$ cat config.mk
export PLATFORM = sky130hd
export DESIGN_NAME = sed_link_top
export DESIGN_NICKNAME = d
export VERILOG_FILES = /design/src/hw/sed_pkg.sv /design/src/hw/sed_link_top.sv /design/src/hw/sed_error_stats.sv /design/src/hw/sed_decoder.sv /design/src/hw/sed_fault_inject.sv /design/src/hw/sed_encoder.sv /design/src/hw/sed_credit_fifo.sv
export VERILOG_INCLUDE_DIRS = /design/src /design/src/hw
export SDC_FILE = /design/constraint.sdc
export NUM_CORES = 1
export LEC_CHECK = 0
export BUFFER_PORTS_ARGS = -buffer_cell sky130_fd_sc_hd__buf_2
export CAP_MARGIN = 30
export CORE_MARGIN = 2
export CORE_UTILIZATION = 37
export CTS_CLUSTER_SIZE = 8
export DETAILED_ROUTE_END_ITERATION = 16
export PLACE_DENSITY = 0.54
export RECOVER_POWER = 50
export SLEW_MARGIN = 40
export SYNTH_ARGS = -nofsm -noshare
export SYNTH_HDL_FRONTEND = slang
export SYNTH_SLANG_ARGS = --single-unit
export TNS_END_PERCENT = 1
$ cat constraint.sdc
create_clock -name clk -period 6.5 [get_ports clk]
set_input_delay 1.3 -clock clk [delete_from_list [all_inputs] [get_ports clk]]
set_output_delay 1.3 -clock clk [all_outputs]
set_load 0.02 [all_outputs]
$ cat src/hw/sed_link_defs.svh
/* Sizing macros for the parity link: message and codeword widths,
   buffer depths and the credits held toward the sink */
`ifndef SED_LINK_DEFS_SVH
`define SED_LINK_DEFS_SVH

// --------------------------------------------------
// Word widths
// --------------------------------------------------
// Message word carried by each beat
`define SED_DATA_WIDTH 16
// One even-parity bit sits above the message
`define SED_CODE_WIDTH (`SED_DATA_WIDTH + 1)

// --------------------------------------------------
// Buffering and credits
// --------------------------------------------------
// Input buffer entries and initial source credits
`define SED_IN_DEPTH 4
// Output buffer entries and credits of the input buffer toward the pipeline
`define SED_OUT_DEPTH 8
// Sink buffer depth held by the output buffer after reset
`define SED_SINK_CREDITS 2

`endif
$ cat src/hw/sed_pkg.sv
/* Packed struct types shared by all stages of the parity link */
`default_nettype none

`include "sed_link_defs.svh"

package sed_pkg;

  // Beat offered by the external source
  typedef struct packed {
    logic [`SED_DATA_WIDTH-1:0] data;
    // Fault mask for this beat over the whole codeword
    logic [`SED_CODE_WIDTH-1:0] flip;
  } sed_in_t;

  // Systematic codeword with parity in the MSB
  typedef struct packed {
    logic                       parity;
    logic [`SED_DATA_WIDTH-1:0] data;
  } sed_code_t;

  // Encoder output still carrying its mask for the injector
  typedef struct packed {
    sed_code_t                  code;
    logic [`SED_CODE_WIDTH-1:0] flip;
  } sed_coded_t;

  // Decoder result as written into the output buffer
  typedef struct packed {
    sed_code_t                  codeword;
    logic                       syndrome;
    // Detected but uncorrectable error
    logic                       due;
    logic [`SED_DATA_WIDTH-1:0] data;
  } sed_dec_t;

endpackage

`default_nettype wire

$ cat src/hw/sed_link_top.sv
/* Parity link top: input buffer, encoder, fault injector,
   decoder, output buffer and error statistics */
`timescale 1ns/1ps
`default_nettype none

`include "sed_link_defs.svh"

module sed_link_top (
  input  logic              clk,
  input  logic              rst_n,
  // Source side
  input  logic              in_valid,
  input  sed_pkg::sed_in_t  in_beat,
  output logic              in_credit,
  // Sink side
  output logic              out_valid,
  output sed_pkg::sed_dec_t out_result,
  input  logic              out_credit,
  // Error statistics
  output logic [15:0]       err_count,
  output logic              err_sticky
);

  // Input buffer toward the encoder
  logic                inb_valid;
  sed_pkg::sed_in_t    inb_beat;
  // Credits returned by the output buffer
  logic                outb_credit;
  // Pipeline stage outputs
  logic                enc_valid;
  sed_pkg::sed_coded_t enc_coded;
  logic                inj_valid;
  sed_pkg::sed_code_t  inj_code;
  logic                dec_valid;
  sed_pkg::sed_dec_t   dec_result;

  // --------------------------------------------------
  // Input buffer
  // --------------------------------------------------
  // Holds as many credits as the output buffer has entries
  sed_credit_fifo #(
    .T       (sed_pkg::sed_in_t),
    .DEPTH   (`SED_IN_DEPTH),
    .CREDITS (`SED_OUT_DEPTH)
  ) in_buf (
    .clk          (clk),
    .rst_n        (rst_n),
    .push_valid   (in_valid),
    .push_payload (in_beat),
    .up_credit    (in_credit),
    .pop_valid    (inb_valid),
    .pop_payload  (inb_beat),
    .down_credit  (outb_credit)
  );

  // --------------------------------------------------
  // Three-stage pipeline, no stall
  // --------------------------------------------------
  sed_encoder enc (
    .clk       (clk),
    .rst_n     (rst_n),
    .in_valid  (inb_valid),
    .in_beat   (inb_beat),
    .out_valid (enc_valid),
    .out_coded (enc_coded)
  );

  sed_fault_inject inj (
    .clk       (clk),
    .rst_n     (rst_n),
    .in_valid  (enc_valid),
    .in_coded  (enc_coded),
    .out_valid (inj_valid),
    .out_code  (inj_code)
  );

  sed_decoder dec (
    .clk        (clk),
    .rst_n      (rst_n),
    .rcv_valid  (inj_valid),
    .rcv_code   (inj_code),
    .dec_valid  (dec_valid),
    .dec_result (dec_result)
  );

  // --------------------------------------------------
  // Output buffer and statistics
  // --------------------------------------------------
  sed_credit_fifo #(
    .T       (sed_pkg::sed_dec_t),
    .DEPTH   (`SED_OUT_DEPTH),
    .CREDITS (`SED_SINK_CREDITS)
  ) out_buf (
    .clk          (clk),
    .rst_n        (rst_n),
    .push_valid   (dec_valid),
    .push_payload (dec_result),
    .up_credit    (outb_credit),
    .pop_valid    (out_valid),
    .pop_payload  (out_result),
    .down_credit  (out_credit)
  );

  sed_error_stats stats (
    .clk        (clk),
    .rst_n      (rst_n),
    .dec_valid  (dec_valid),
    .dec_due    (dec_result.due),
    .err_count  (err_count),
    .err_sticky (err_sticky)
  );

endmodule

`default_nettype wire

$ cat src/hw/sed_error_stats.sv
/* Detected-error statistics with a saturating count
   and a sticky flag */
`timescale 1ns/1ps
`default_nettype none

module sed_error_stats (
  input  logic        clk,
  input  logic        rst_n,
  // Decoder result qualifiers
  input  logic        dec_valid,
  input  logic        dec_due,
  // Statistics
  output logic [15:0] err_count,
  output logic        err_sticky
);

  logic hit;

  // Counted event is a valid beat with an error flagged
  assign hit = dec_valid && dec_due;

  // --------------------------------------------------
  // Counter and flag
  // --------------------------------------------------
  always_ff @(posedge clk or negedge rst_n) begin
    if (!rst_n) begin
      err_count  <= '0;
      err_sticky <= 1'b0;
    end else if (hit) begin
      // Hold at all ones instead of wrapping
      if (err_count != '1) begin
        err_count <= err_count + 1'b1;
      end
      // Only reset clears this
      err_sticky <= 1'b1;
    end
  end

endmodule

`default_nettype wire

$ cat src/hw/sed_decoder.sv
/* Single-error-detecting decoder stage: syndrome, error flag
   and uncorrected data, one registered cycle */
`timescale 1ns/1ps
`default_nettype none

module sed_decoder (
  input  logic               clk,
  input  logic               rst_n,
  // Received codeword from the channel
  input  logic               rcv_valid,
  input  sed_pkg::sed_code_t rcv_code,
  // Decoded result toward the output buffer
  output logic               dec_valid,
  output sed_pkg::sed_dec_t  dec_result
);

  logic              syndrome;
  logic              due;
  sed_pkg::sed_dec_t result;

  // --------------------------------------------------
  // Syndrome
  // --------------------------------------------------
  // Odd weight over the full word means an error
  assign syndrome = ^rcv_code;
  // Flag only on a real beat
  assign due = rcv_valid && syndrome;

  // One parity bit cannot locate a flip
  // so the message slice goes out as received
  always_comb begin
    result          = '0;
    result.codeword = rcv_code;
    result.syndrome = syndrome;
    result.due      = due;
    result.data     = rcv_code.data;
  end

  // --------------------------------------------------
  // Output register
  // --------------------------------------------------
  always_ff @(posedge clk) begin
    if (rcv_valid) begin
      dec_result <= result;
    end
  end

  always_ff @(posedge clk or negedge rst_n) begin
    if (!rst_n) begin
      dec_valid <= 1'b0;
    end else begin
      dec_valid <= rcv_valid;
    end
  end

endmodule

`default_nettype wire

$ cat src/hw/sed_fault_inject.sv
/* Channel model stage that flips the masked codeword bits,
   one registered cycle */
`timescale 1ns/1ps
`default_nettype none

module sed_fault_inject (
  input  logic                clk,
  input  logic                rst_n,
  // Codeword plus mask from the encoder
  input  logic                in_valid,
  input  sed_pkg::sed_coded_t in_coded,
  // Possibly corrupted codeword toward the decoder
  output logic                out_valid,
  output sed_pkg::sed_code_t  out_code
);

  sed_pkg::sed_code_t noisy;

  // Each set mask bit inverts one codeword bit
  // Zero mask leaves the word clean
  assign noisy = in_coded.code ^ in_coded.flip;

  // --------------------------------------------------
  // Output register
  // --------------------------------------------------
  // Mask is dropped here
  always_ff @(posedge clk) begin
    if (in_valid) begin
      out_code <= noisy;
    end
  end

  always_ff @(posedge clk or negedge rst_n) begin
    if (!rst_n) begin
      out_valid <= 1'b0;
    end else begin
      out_valid <= in_valid;
    end
  end

endmodule

`default_nettype wire

$ cat src/hw/sed_encoder.sv
/* Even-parity encoder stage, one registered cycle,
   passing the fault mask along with the codeword */
`timescale 1ns/1ps
`default_nettype none

module sed_encoder (
  input  logic                clk,
  input  logic                rst_n,
  // Beat from the input buffer
  input  logic                in_valid,
  input  sed_pkg::sed_in_t    in_beat,
  // Codeword toward the injector
  output logic                out_valid,
  output sed_pkg::sed_coded_t out_coded
);

  sed_pkg::sed_coded_t coded;

  // --------------------------------------------------
  // Parity generation
  // --------------------------------------------------
  // XOR of the message gives an even-weight codeword
  // Message bits pass through untouched in systematic form
  always_comb begin
    coded             = '0;
    coded.code.parity = ^in_beat.data;
    coded.code.data   = in_beat.data;
    coded.flip        = in_beat.flip;
  end

  // --------------------------------------------------
  // Output register
  // --------------------------------------------------
  // Payload only loads on a valid beat
  always_ff @(posedge clk) begin
    if (in_valid) begin
      out_coded <= coded;
    end
  end

  // Stage valid, never stalled
  always_ff @(posedge clk or negedge rst_n) begin
    if (!rst_n) begin
      out_valid <= 1'b0;
    end else begin
      out_valid <= in_valid;
    end
  end

endmodule

`default_nettype wire

$ cat src/hw/sed_credit_fifo.sv
/* Circular buffer with credit-gated registered pop,
   one upstream credit pulse per pop */
`timescale 1ns/1ps
`default_nettype none

module sed_credit_fifo #(
  parameter type T       = logic,
  parameter int  DEPTH   = 4,
  parameter int  CREDITS = 2
) (
  input  logic clk,
  input  logic rst_n,
  // Upstream side
  input  logic push_valid,
  input  T     push_payload,
  output logic up_credit,
  // Downstream side
  output logic pop_valid,
  output T     pop_payload,
  input  logic down_credit
);

  // Pointer, occupancy and credit counter widths
  localparam int AW = (DEPTH > 1) ? $clog2(DEPTH) : 1;
  localparam int OW = $clog2(DEPTH + 1);
  localparam int CW = $clog2(CREDITS + 1);

  T              mem [DEPTH];
  logic [AW-1:0] wr_ptr;
  logic [AW-1:0] rd_ptr;
  logic [OW-1:0] occ;
  logic [CW-1:0] credits;
  logic          do_pop;

  // Wrap a pointer at the last entry
  function automatic logic [AW-1:0] ptr_inc(input logic [AW-1:0] ptr);
    if (ptr == AW'(DEPTH - 1)) begin
      return '0;
    end
    return ptr + 1'b1;
  endfunction

  // Send only with data on hand and a downstream credit held
  assign do_pop = (occ != '0) && (credits != '0);

  // --------------------------------------------------
  // Storage and output payload
  // --------------------------------------------------
  always_ff @(posedge clk) begin
    if (push_valid) begin
      mem[wr_ptr] <= push_payload;
    end
  end

  always_ff @(posedge clk) begin
    if (do_pop) begin
      pop_payload <= mem[rd_ptr];
    end
  end

  // --------------------------------------------------
  // Control state
  // --------------------------------------------------
  always_ff @(posedge clk or negedge rst_n) begin
    if (!rst_n) begin
      wr_ptr    <= '0;
      rd_ptr    <= '0;
      occ       <= '0;
      credits   <= CW'(CREDITS);
      pop_valid <= 1'b0;
      up_credit <= 1'b0;
    end else begin
      if (push_valid) begin
        wr_ptr <= ptr_inc(wr_ptr);
      end
      if (do_pop) begin
        rd_ptr <= ptr_inc(rd_ptr);
      end
      // Push and pop together keep the occupancy
      case ({push_valid, do_pop})
        2'b10:   occ <= occ + 1'b1;
        2'b01:   occ <= occ - 1'b1;
        default: occ <= occ;
      endcase
      // Returned credit and a send in one cycle cancel out
      case ({down_credit, do_pop})
        2'b10:   credits <= credits + 1'b1;
        2'b01:   credits <= credits - 1'b1;
        default: credits <= credits;
      endcase
      // Freed entry goes back upstream with the beat
      pop_valid <= do_pop;
      up_credit <= do_pop;
    end
  end

endmodule

`default_nettype wire

==> results of run 1 <==
[power groups by stage]
stage                     logic (W)  clock network, W  registers [W]
after floorplan            0.000141                 0        0.00341
after global placement     0.000235                 0        0.00341
after detailed placement   0.000239                 0        0.00342
after CTS                  0.000240           0.00307        0.00337
after global routing       0.000257           0.00319        0.00337
final                      0.000227           0.00297        0.00336
[flip-flops by register name, indices dropped and copies added, names as in the netlist, 16 cells and up]
register,count
in_buf.pop_payload,33
inj.out_code,17
enc.out_coded,34
in_buf.mem,132
stats.err_count,16
out_buf.mem,152
dec.dec_result,19
out_buf.pop_payload,19
[per-layer routing]
metal | routed length [um] | share of wire [%] | vias to the layer above | global-route usage [%]
li1 | - | - | 3366 | -
met5 | 0 | 0 | - | 0
met4 | 644 | 2.3 | 0 | 5.12
met1 | 12600 | 44 | 3734 | 16.2
met3 | 1190 | 4.2 | 52 | 2.83
met2 | 14200 | 50 | 148 | 20.2
[worst paths after layout]
kind,start,end,slack [ps],cells after the start
worst max-delay path,in_buf.up_credit,in_credit,2650,2
worst min-delay path,in_buf.pop_payload[2],enc.out_coded[2],410,0
worst max register to register,in_buf.credits[1],in_buf.credits[2],4080,9
worst min register to register,in_buf.pop_payload[2],enc.out_coded[2],410,0
max in group asynchronous,rst_n,in_buf.rd_ptr[1],3060,2
min in group asynchronous,rst_n,out_buf.wr_ptr[2],1640,2
[area by class of cell]
type / instances / share of cell area [%]
clock inverter: 4 / 0.151
inverter: 10 / 0.189
multi-input combinational: 287 / 17.1
timing repair buffer: 111 / 2.87
clock buffer: 86 / 8.85
tap: 600 / 3.78
sequential: 451 / 67.1
[per-stage QoR]
step	cell area (sq um)	setup WS, ps	power [W]
detailed placement	18200	3880	0.00366
finish	19900	2650	0.00656
global route	19900	2280	0.00682
CTS	19900	3640	0.00667
floorplan	17000	2950	0.00355
global placement	18100	3700	0.00365
[worst max-delay path, stage by stage, from the launching register on]
cell,delay (ps)
dfrtp_1,310
clkbuf_1,1310
buf_2,380
[cell usage after synthesis (3+ instances only)]
cell type and number:
dfrtp_1 43, inv_1 10, buf_2 9, nor2_1 21
mux2i_1 3, mux4_2 71, clkbuf_1 8, edfxtp_1 406
mux2_2 27, xnor2_1 41, buf_4 19, ha_1 18
o21ai_0 4, nand2_1 15, nand2b_1 3, and2_1 6
nand4_1 3, a21oi_1 6, nor3_1 5, nand3_1 8
xor2_1 35
[logic make-up (layout without fill, tap and decap cells)]
| kind of cell | Yosys count | after routing | share of synthesized area, % |
|---|---|---|---|
| buf+inv | 46 | 211 | 1.51 |
| flops | 451 | 451 | 78.6 |
| fa+ha+maj | 19 | 19 | 1.45 |
| xor+xnor | 77 | 77 | 4.06 |
| compound gates | 16 | 16 | 0.731 |
| mux | 102 | 102 | 11.5 |
| simple gates | 73 | 73 | 2.22 |
==> qor.csv, run 1 <==
stage,metric,value,unit
outcome,outcome,"complete, but fails checks",
outcome,failing checks,"capacitance limit, slew limit",
placed_design,GP Congestion,0.675,
timing,skew final,22.5,ps
timing,Fmax,260,MHz
placed_design,placed cells,1459,
setup_path,CP startpoint kind,flop,
drt,total wire length,28.6,mm
yosys,Mapped Area,0.0170,sq mm
yosys,area share of the largest cell type after synthesis,71.9,%
cells_and_area,"most common cell after layout, fill and taps aside",edfxtp_1,
yosys,"Top FF cell, synth",edfxtp_1,
power,PD cells,330,mW/mm^2
cells_and_area,antenna diode count,0,
global_route,vias in the first global route,7741,
timing,unrepaired setup endpoints after global routing,false,
floorplan,Chip Width,218,um
cells_and_area,# nets final,983,
drt,vias,7300,
floorplan,Die ar.,0.0476,sq mm
cells_and_area,share of cells above drive strength 1,27.1,%
yosys,cell taking the most area after synthesis,edfxtp_1,
drt,number of vias per cell,4.71,
drt,Post-DRT Antenna Nets,0,
clocking,"CTS clk-pin slew, worst paths",40,ps
setup_path,CP max FO,36,
timing,Max Slew Vio Count,83,
drt,Iter 0 DRT Violations,428,
placed_design,hpwl dp,16.4,mm
placed_design,PortBufs,90,
power,Switching Fraction,19.8,%
flow_run,maxcap violations,2,
timing,Final Cycle Share,59.2,%
yosys,Synth Net Count,840,
power,internal power,0.00526,W
clocking,# clock sinks,451,
clocking,Root Driver,clkbuf_16,
cells_and_area,FILL cells,3960,
cells_and_area,area of the multi-input gates,0.00340,sq mm
yosys,Synth Instances,784,
floorplan,Core Area,0.0453,sq mm
yosys,Yosys reg bits,451,
power,Max IR drop VDD,0.214,mV
min_path,worst min path class,reg2reg,
cells_and_area,most frequent cells in the layout,"406 x edfxtp_1, 71 x mux4_2, 67 x clkbuf_16",
drt,drt wl/cell,18.5,um
drt,Residual DRC,0,
power,net switching power figure,0.00130,W
clocking,worst skew pair latency,560,ps
timing,hold_ws,414,ps
floorplan,initial core utilization,37.4,%
clocking,postcts setup bufs,0,
global_route,grt total ovfl,0,
timing,worst-margin pin slew,2560,ps
setup_path,nature of the critical path endpoint,output pin,
clocking,hold-fix buffer count after cts,0,
clocking,CTS max path bufs,3,
power,sequential share of power,51.2,%
cells_and_area,FF+latch area,0.0133,sq mm
timing,Setup Total Neg Slack,0,ps
yosys,Post-synth EDFFs,406,
cells_and_area,final instance count without filler cells,1549,
timing,Slew headroom,-70.8,%
global_route,first-pass GRT wire length,44.6,mm
yosys,Avg Inst Size Synth,21.6,sq um
floorplan,boundary pin count,91,
floorplan,Die Height,218,um
global_route,gr usage total,12.5,%
global_route,initial antenna violation count,0,
power,Clk pwr share,45.3,%
yosys,sequential area share after synthesis,78.6,%
power,combinational share of power,3.5,%
setup_path,Crit path required time,5200,ps
timing,minimum clock period,3850,ps
timing,Final Hold Viols,0,
yosys,Synth cell types,40,
cells_and_area,Final Util,43.9,%
power,Pleak,6.61,nW
cells_and_area,area delta synth->final,17.2,%
clocking,number of buffers created by CTS,66,
global_route,largest net degree at the start of global routing,46,
timing,"Setup violations, final",0,
yosys,YS warnings,0,
clocking,H-tree Lvls,3,
floorplan,Rows,78,
clocking,TritonCTS clock tree,yes,
yosys,Synth area leaders,"edfxtp_1 72%, mux4_2 9.4%, dfrtp_1 6.3%",
setup_path,crit path DAT,2550,ps
yosys,asr flop ratio synth,9.98,%
clocking,Post-CTS Resized,0,
drt,Initial DRT Pass Iterations,4,
setup_path,CP Class,reg2out,
Note: power is estimated with default switching activity, not from simulation.
==> inputs of run 2 (changes only) <==
- ABC_AREA: unset -> 1
- PLACE_DENSITY: 0.54 -> 0.56
- clock period: 6.5 -> 3.5 ns (I/O delays scaled with it)
==> qor.csv, run 2 <==
stage,metric,value,unit,change
outcome,outcome,"complete, but fails checks",,
outcome,failing checks,"DRC, capacitance limit, slew limit",,
floorplan,Rows,79,,+1.3%
yosys,area share of the largest cell type after synthesis,69.7,%,-2.2 points
cells_and_area,final cell area excluding filler cells,0.0204,sq mm,+2.5%
global_route,initial antenna violation count,1,,+1
timing,skew final,20.6,ps,-1.86 ps
drt,Initial DRT Pass Iterations,12,,+8
timing,Max Slew Vio Count,36,,-57%
setup_path,stages on the worst setup path,1,,-1
floorplan,Die Height,221,um,+1.6%
cells_and_area,area of the multi-input gates,0.00364,sq mm,+7.1%
flow_run,maxcap violations,1,,-1
timing,Final Cycle Share,59.3,%,
yosys,cell taking the most area after synthesis,edfxtp_1,,
timing,Final Hold Viols,0,,unchanged
setup_path,CP Class,reg2reg,,
drt,drt wl/cell,16.4,um,-11%
yosys,"Top FF cell, synth",edfxtp_1,,
drt,Post-DRT Antenna Nets,0,,unchanged
power,combinational share of power,3.3,%,-0.2 points
timing,Setup Total Neg Slack,0,ps,unchanged
setup_path,Worst R2R End,enc.out_coded[10],,
timing,unrepaired setup endpoints after global routing,false,,
setup_path,CP cell instances,clkbuf_1,,
floorplan,Chip Width,221,um,+1.6%
global_route,first-pass GRT wire length,52.3,mm,+17%
setup_path,crit path capture,enc.out_coded[10],,
setup_path,CP startpoint kind,flop,,
floorplan,Die ar.,0.0491,sq mm,+3.2%
yosys,synthesized-area fraction occupied by xor and xnor cells,3.55,%,-0.51 points
yosys,Synth Net Count,1311,,+56%
clocking,Post-CTS Resized,0,,unchanged
min_path,worst min path class,in2async,,
yosys,YS warnings,0,,unchanged
yosys,asr flop ratio synth,9.98,%,unchanged
yosys,Post-Synth Adder-Cell Area,1.40,%,-0.045 points
yosys,most frequent cell after synthesis,edfxtp_1,,
setup_path,origin of the critical flop-to-flop path,in_buf.up_credit,,
yosys,sequential area share after synthesis,76.1,%,-2.4 points
placed_design,GP Congestion,0.745,,+10%
clocking,TritonCTS clock tree,yes,,
power,Max IR drop VDD,0.430,mV,+100%
cells_and_area,biggest regs,"out_buf.mem: 152 flops, in_buf.mem: 132 flops, enc.out_coded: 34 flops",,
global_route,largest net degree at the start of global routing,78,,+70%
timing,"Setup violations, final",0,,unchanged
cells_and_area,most frequent cells in the layout,"406 x edfxtp_1, 202 x nor2_1, 163 x nand2_1",,
cells_and_area,Final Util,43.7,%,-0.22 points
power,Switching Fraction,20.5,%,+0.61 points
power,Clk pwr share,45.8,%,+0.5 points
setup_path,R2R Setup Slk,1420,ps,-2660 ps
drt,total wire length,32.8,mm,+15%
clocking,number of buffers created by CTS,66,,unchanged
setup_path,CP max stage cell,clkbuf_1,,
cells_and_area,FF+latch area,0.0133,sq mm,unchanged
yosys,Synth cell types,32,,-20%
drt,vias,9580,,+31%
clocking,H-tree Lvls,3,,unchanged
timing,worst-margin pin slew,1750,ps,-815 ps
setup_path,Crit path max-delay family,buffers and inverters,,
cells_and_area,antenna diode count,0,,unchanged
drt,Residual DRC,5,,+5
setup_path,"Largest stage delay, worst path",1270,ps,-40 ps
yosys,Post-synth EDFFs,406,,unchanged
setup_path,crit path DAT,2220,ps,-330 ps
clocking,postcts setup bufs,0,,unchanged
yosys,Avg Inst Size Synth,13.9,sq um,-36%
setup_path,nature of the critical path endpoint,flop,,
placed_design,hpwl dp,19.0,mm,+16%
setup_path,CP max FO,35,,-2.8%
cells_and_area,"most common cell after layout, fill and taps aside",edfxtp_1,,
yosys,Yosys reg bits,451,,unchanged
drt,Iter 0 DRT Violations,813,,+90%
power,Pleak,7.23,nW,+9.4%
yosys,Synth Area in Compound Gates,6.94,%,+6.2 points
cells_and_area,max FFs per register,152,,unchanged
setup_path,Critical path buffers and inverters,1,,-1
clocking,# clock sinks,451,,unchanged
floorplan,boundary pin count,91,,unchanged
yosys,Synth area leaders,"edfxtp_1 70%, dfrtp_1 6.1%, nor2_1 4.3%",,
timing,Slew headroom,-16.5,%,+54 points
clocking,"CTS clk-pin slew, worst paths",50,ps,about the same
cells_and_area,# nets final,1429,,+45%
power,net switching power figure,0.00251,W,+93%
yosys,simple-gate share of the synthesized area,8.86,%,+6.6 points
cells_and_area,FILL cells,4200,,+6.1%
power,sequential share of power,50.8,%,-0.4 points
power,internal power,0.00977,W,+86%
drt,number of vias per cell,4.78,,+1.5%
setup_path,FF-to-FF path depth,1,,-8
setup_path,CP startpoint,in_buf.up_credit,,
timing,minimum clock period,2080,ps,
floorplan,Core Area,0.0467,sq mm,+3.0%
setup_path,Crit path required time,3650,ps,-1550 ps
yosys,largest family of logic cells by synthesized area,simple AND/OR/NAND/NOR gates,,
power,PD cells,603,mW/mm^2,+83%
yosys,Mapped Area,0.0175,sq mm,+3.2%
global_route,vias in the first global route,9552,,+23%
yosys,leading cell types by count after synthesis,"406 x edfxtp_1, 202 x nor2_1, 163 x nand2_1, 124 x o21ai_0, 47 x inv_1",,
cells_and_area,area delta synth->final,16.4,%,
placed_design,PortBufs,90,,unchanged
yosys,proportion of synthesized area in mux cells,0,%,-11 points
floorplan,initial core utilization,37.5,%,+0.069 points
clocking,hold-fix buffer count after cts,0,,unchanged
yosys,Synth Instances,1255,,+60%
global_route,gr usage total,13.6,%,+1.2 points
clocking,worst skew pair latency,570,ps,about the same
clocking,CTS max path bufs,3,,unchanged
global_route,grt total ovfl,0,,unchanged
placed_design,Post-DP Area,0.0186,sq mm,+2.3%
cells_and_area,share of cells above drive strength 1,12.3,%,-15 points
clocking,Root Driver,clkbuf_16,,
timing,Fmax,482,MHz,
cells_and_area,"Most flops, register",out_buf.mem,,
==> run 2: changes by cell type after synthesis, sizes merged, moves of 12 or more <==
cell	before	now
nor2	21	204
o32ai	0	38
xnor2	41	29
clkbuf	8	29
o21ai	4	124
inv	10	49
nand2	15	163
o22ai	0	34
mux2	28	0
mux4	71	0
==> run 2: through the flow <==
stage | setup slack [ps] | power (W) | std cells | hold slack [ps]
2_1_floorplan | 931 | 0.00656 | 1255 | 400
3_3_place_gp | 1450 | 0.00675 | 1912 | 404
3_5_place_dp | 1440 | 0.00676 | 1912 | 405
4_1_cts | 1430 | 0.0125 | 2003 | 103
5_1_grt | 1250 | 0.0127 | 2003 | 138
6_report | 1420 | 0.0123 | 2003 | 117
==> run 2: cells by family after synthesis <==
kind of cell	after synthesis
flip-flops	451
AND/OR/NAND/NOR	394
AO/OA/AOI/OAI	204
adder cells (fa/ha/maj)	19
XOR/XNOR	71
buffers and inverters	116
==> run 2: layout make-up <==
cell class	count	area share, %
Inverter	49	0.903
Clock buffer	85	8.67
Timing Repair Buffer	117	3.04
Sequential cell	451	65.4
Multi-Input combinational cell	688	17.9
Tap cell	607	3.73
Clock inverter	6	0.362
==> run 2: power by group through the flow <==
stage               Sequential [W]  Clock (W)  Combinational [W]
global placement           0.00634          0           0.000417
CTS                        0.00624    0.00581           0.000424
detailed placement         0.00634          0           0.000423
global route               0.00626    0.00600           0.000469
finish                     0.00624    0.00563           0.000407
floorplan                  0.00633          0           0.000238
==> run 2: per-layer routing <==
| metal | up-vias | GRT usage, % | routed length (um) |
|---|---|---|---|
| li1 | 4706 | - | - |
| met1 | 4588 | 17.0 | 14200 |
| met2 | 221 | 23.0 | 16100 |
| met3 | 63 | 3.66 | 1730 |
| met4 | 2 | 4.49 | 690 |
| met5 | - | 0 | 11 |
==> run 2: worst min path at each step <==
stage / slack [ps] / start / to
floorplan: 400 / rst_n / dec.dec_valid
global placement: 400 / in_buf.pop_payload[14] / enc.out_coded[14]
detailed placement: 400 / in_buf.pop_payload[6] / enc.out_coded[6]
CTS: 100 / rst_n / in_buf.wr_ptr[0]
global route: 140 / rst_n / in_buf.wr_ptr[1]
finish: 120 / rst_n / in_buf.wr_ptr[1]
==> inputs of run 3 (changes only) <==
- PLACE_DENSITY: 0.56 -> 0.54
- clock period: 3.5 -> 1.93 ns (I/O delays scaled with it)
==> qor.csv, run 3 (same netlist as run 2, synthesis figures left out) <==
stage,metric,value,unit,change
outcome,outcome,"complete, but fails checks",,
outcome,failing checks,DRC,,
timing,Final Hold Viols,0,,unchanged
cells_and_area,Final Util,44.5,%,+0.85 points
cells_and_area,final cell area excluding filler cells,0.0208,sq mm,+2.0%
setup_path,nature of the critical path endpoint,flop,,
global_route,grt total ovfl,0,,unchanged
floorplan,Chip Width,221,um,unchanged
cells_and_area,area delta synth->final,18.7,%,
cells_and_area,max FFs per register,152,,unchanged
cells_and_area,"most common cell after layout, fill and taps aside",edfxtp_1,,
timing,Slew headroom,17.7,%,+34 points
cells_and_area,"Most flops, register",out_buf.mem,,
min_path,hold depth,1,,
global_route,largest net degree at the start of global routing,79,,+1.3%
setup_path,R2R Setup Slk,20,ps,-1400 ps
floorplan,Die ar.,0.0491,sq mm,unchanged
drt,Residual DRC,8,,+3
setup_path,CP Class,reg2reg,,
setup_path,CP max FO,3,,-91%
global_route,vias in the first global route,9904,,+3.7%
flow_run,maxcap violations,0,,-1
timing,skew final,13.6,ps,-7.02 ps
cells_and_area,final instance count without filler cells,2019,,+0.80%
timing,worst-margin pin slew,1240,ps,-512 ps
setup_path,"Largest stage delay, worst path",380,ps,-890 ps
setup_path,crit path capture,in_buf.credits[2],,
clocking,CTS max path bufs,3,,unchanged
timing,minimum clock period,1910,ps,-166 ps
floorplan,initial core utilization,37.5,%,unchanged
power,Pleak,7.39,nW,+2.2%
drt,Iter 0 DRT Violations,559,,-31%
timing,Fmax,524,MHz,+8.7%
clocking,"CTS clk-pin slew, worst paths",50,ps,about the same
power,Max IR drop VDD,0.815,mV,+89%
drt,number of vias per cell,4.80,,+0.42%
cells_and_area,# nets final,1443,,+0.98%
clocking,# clock sinks,451,,unchanged
placed_design,PortBufs,90,,unchanged
min_path,worst min path class,in2reg,,
placed_design,Post-DP Area,0.0189,sq mm,+1.6%
cells_and_area,most frequent cells in the layout,"406 x edfxtp_1, 202 x nor2_1, 163 x nand2_1",,
timing,Final Cycle Share,98.9,%,+40 points
floorplan,Core Area,0.0467,sq mm,unchanged
timing,unrepaired setup endpoints after global routing,true,,
global_route,gr usage total,14.2,%,+0.61 points
global_route,first-pass GRT wire length,54.7,mm,+4.7%
setup_path,CP cell instances,o41ai_2 -> bufinv_8 -> ha_4 -> xor2_2 -> ha_2 -> a21oi_2 -> xnor2_1 -> o21ai_1,,
placed_design,placed cells,1923,,+0.58%
setup_path,FF-to-FF path depth,8,,+7
cells_and_area,share of cells above drive strength 1,14.0,%,+1.6 points
setup_path,CP startpoint kind,flop,,
drt,vias,9697,,+1.2%
drt,Initial DRT Pass Iterations,11,,-1
setup_path,stages on the worst setup path,8,,+7
power,PD cells,1090,mW/mm^2,+81%
setup_path,Crit path required time,2370,ps,-1280 ps
placed_design,hpwl dp,19.8,mm,+4.2%
drt,Post-DRT Antenna Nets,0,,unchanged
clocking,number of buffers created by CTS,66,,unchanged
clocking,H-tree Lvls,3,,unchanged
placed_design,GP Congestion,0.733,,-1.6%
setup_path,Worst R2R End,in_buf.credits[2],,
clocking,Root Driver,clkbuf_16,,
timing,"Setup violations, final",0,,unchanged
floorplan,Rows,79,,unchanged
drt,total wire length,33.9,mm,+3.6%
clocking,TritonCTS clock tree,yes,,
setup_path,Crit path max-delay family,compound AO/OA/AOI/OAI gates,,
floorplan,boundary pin count,91,,unchanged
timing,Setup Total Neg Slack,0,ps,unchanged
setup_path,origin of the critical flop-to-flop path,in_buf.credits[0],,
cells_and_area,antenna diode count,0,,unchanged
timing,Max Slew Vio Count,0,,-100%
setup_path,Critical path buffers and inverters,1,,unchanged
setup_path,CP startpoint,in_buf.credits[0],,
cells_and_area,biggest regs,"out_buf.mem: 152 flops, in_buf.mem: 132 flops, enc.out_coded: 34 flops",,
global_route,initial antenna violation count,1,,unchanged
setup_path,CP max stage cell,dfrtp_1,,
drt,drt wl/cell,16.8,um,+2.8%
floorplan,Die Height,221,um,unchanged
clocking,worst skew pair latency,560,ps,about the same
setup_path,crit path DAT,2350,ps,+130 ps
[run 3: cell types whose count changed in the layout (fill, tap and decap cells not counted), moves of 4 or more]
cell / before / now
ha_1: 18 / 14
buf_12: 1 / 13
o21ai_0: 124 / 120
clkbuf_16: 68 / 73
[run 3: layout make-up]
cell class | instances | area (sq um)
clock inverters | 2 | 8.76
repair buffers | 131 | 868
flip-flops and latches | 451 | 13300
clock buffers | 91 | 1890
multi-input cells | 688 | 3710
well taps | 607 | 759
fillers | 4168 | 25900
inverters | 49 | 198
[run 3: metal layers]
layer  up-vias  global-route usage (%)  routed length, um
met5         -                       0                 13
met4         2                    4.73                652
met3        55                    3.28               1390
met2       181                    23.4              16500
met1      4723                    18.6              15400
li1       4736                       -                  -
[run 3: what timing repair did]
action / CTS / global route
setup buffers: 1 / 1
pin swaps: 0 / 3
setup endpoints to repair: 1 / 6
endpoints found under the hold margin: 17 / 0
hold buffers: 1 / 0
gates resized for setup: 0 / 8
cloned: 0 / 0
[run 3: how the worst min path moves through the flow]
stage                 from                 to  slack (ps)
3_5_place_dp         rst_n   in_buf.wr_ptr[1]         400
5_1_grt         in_beat[5]   in_buf.mem[0][5]          70
3_3_place_gp         rst_n   in_buf.wr_ptr[1]         390
4_1_cts        in_beat[21]  in_buf.mem[1][21]           6
2_1_floorplan        rst_n      dec.dec_valid          90
6_report       in_beat[21]  in_buf.mem[0][21]          80
[run 3: per-stage QoR]
step | total power, W | setup slack (ps) | hold slack [ps]
2_1_floorplan | 0.0119 | -7.72 | 90.4
3_3_place_gp | 0.0123 | 81.5 | 395
3_5_place_dp | 0.0123 | 17.8 | 402
4_1_cts | 0.0230 | 1.92 | 6.08
5_1_grt | 0.0235 | -52.5 | 73.7
6_report | 0.0227 | 20.6 | 84.2
[run 3: where the power goes]
| group | internal (W) | switching, W | leakage [nW] |
|---|---|---|---|
| sequential | 0.0112 | 0.000136 | 4.24 |
| combinational | 0.000257 | 0.000562 | 2.22 |
| clock | 0.00670 | 0.00383 | 0.926 |
| total | 0.0181 | 0.00452 | 7.39 |
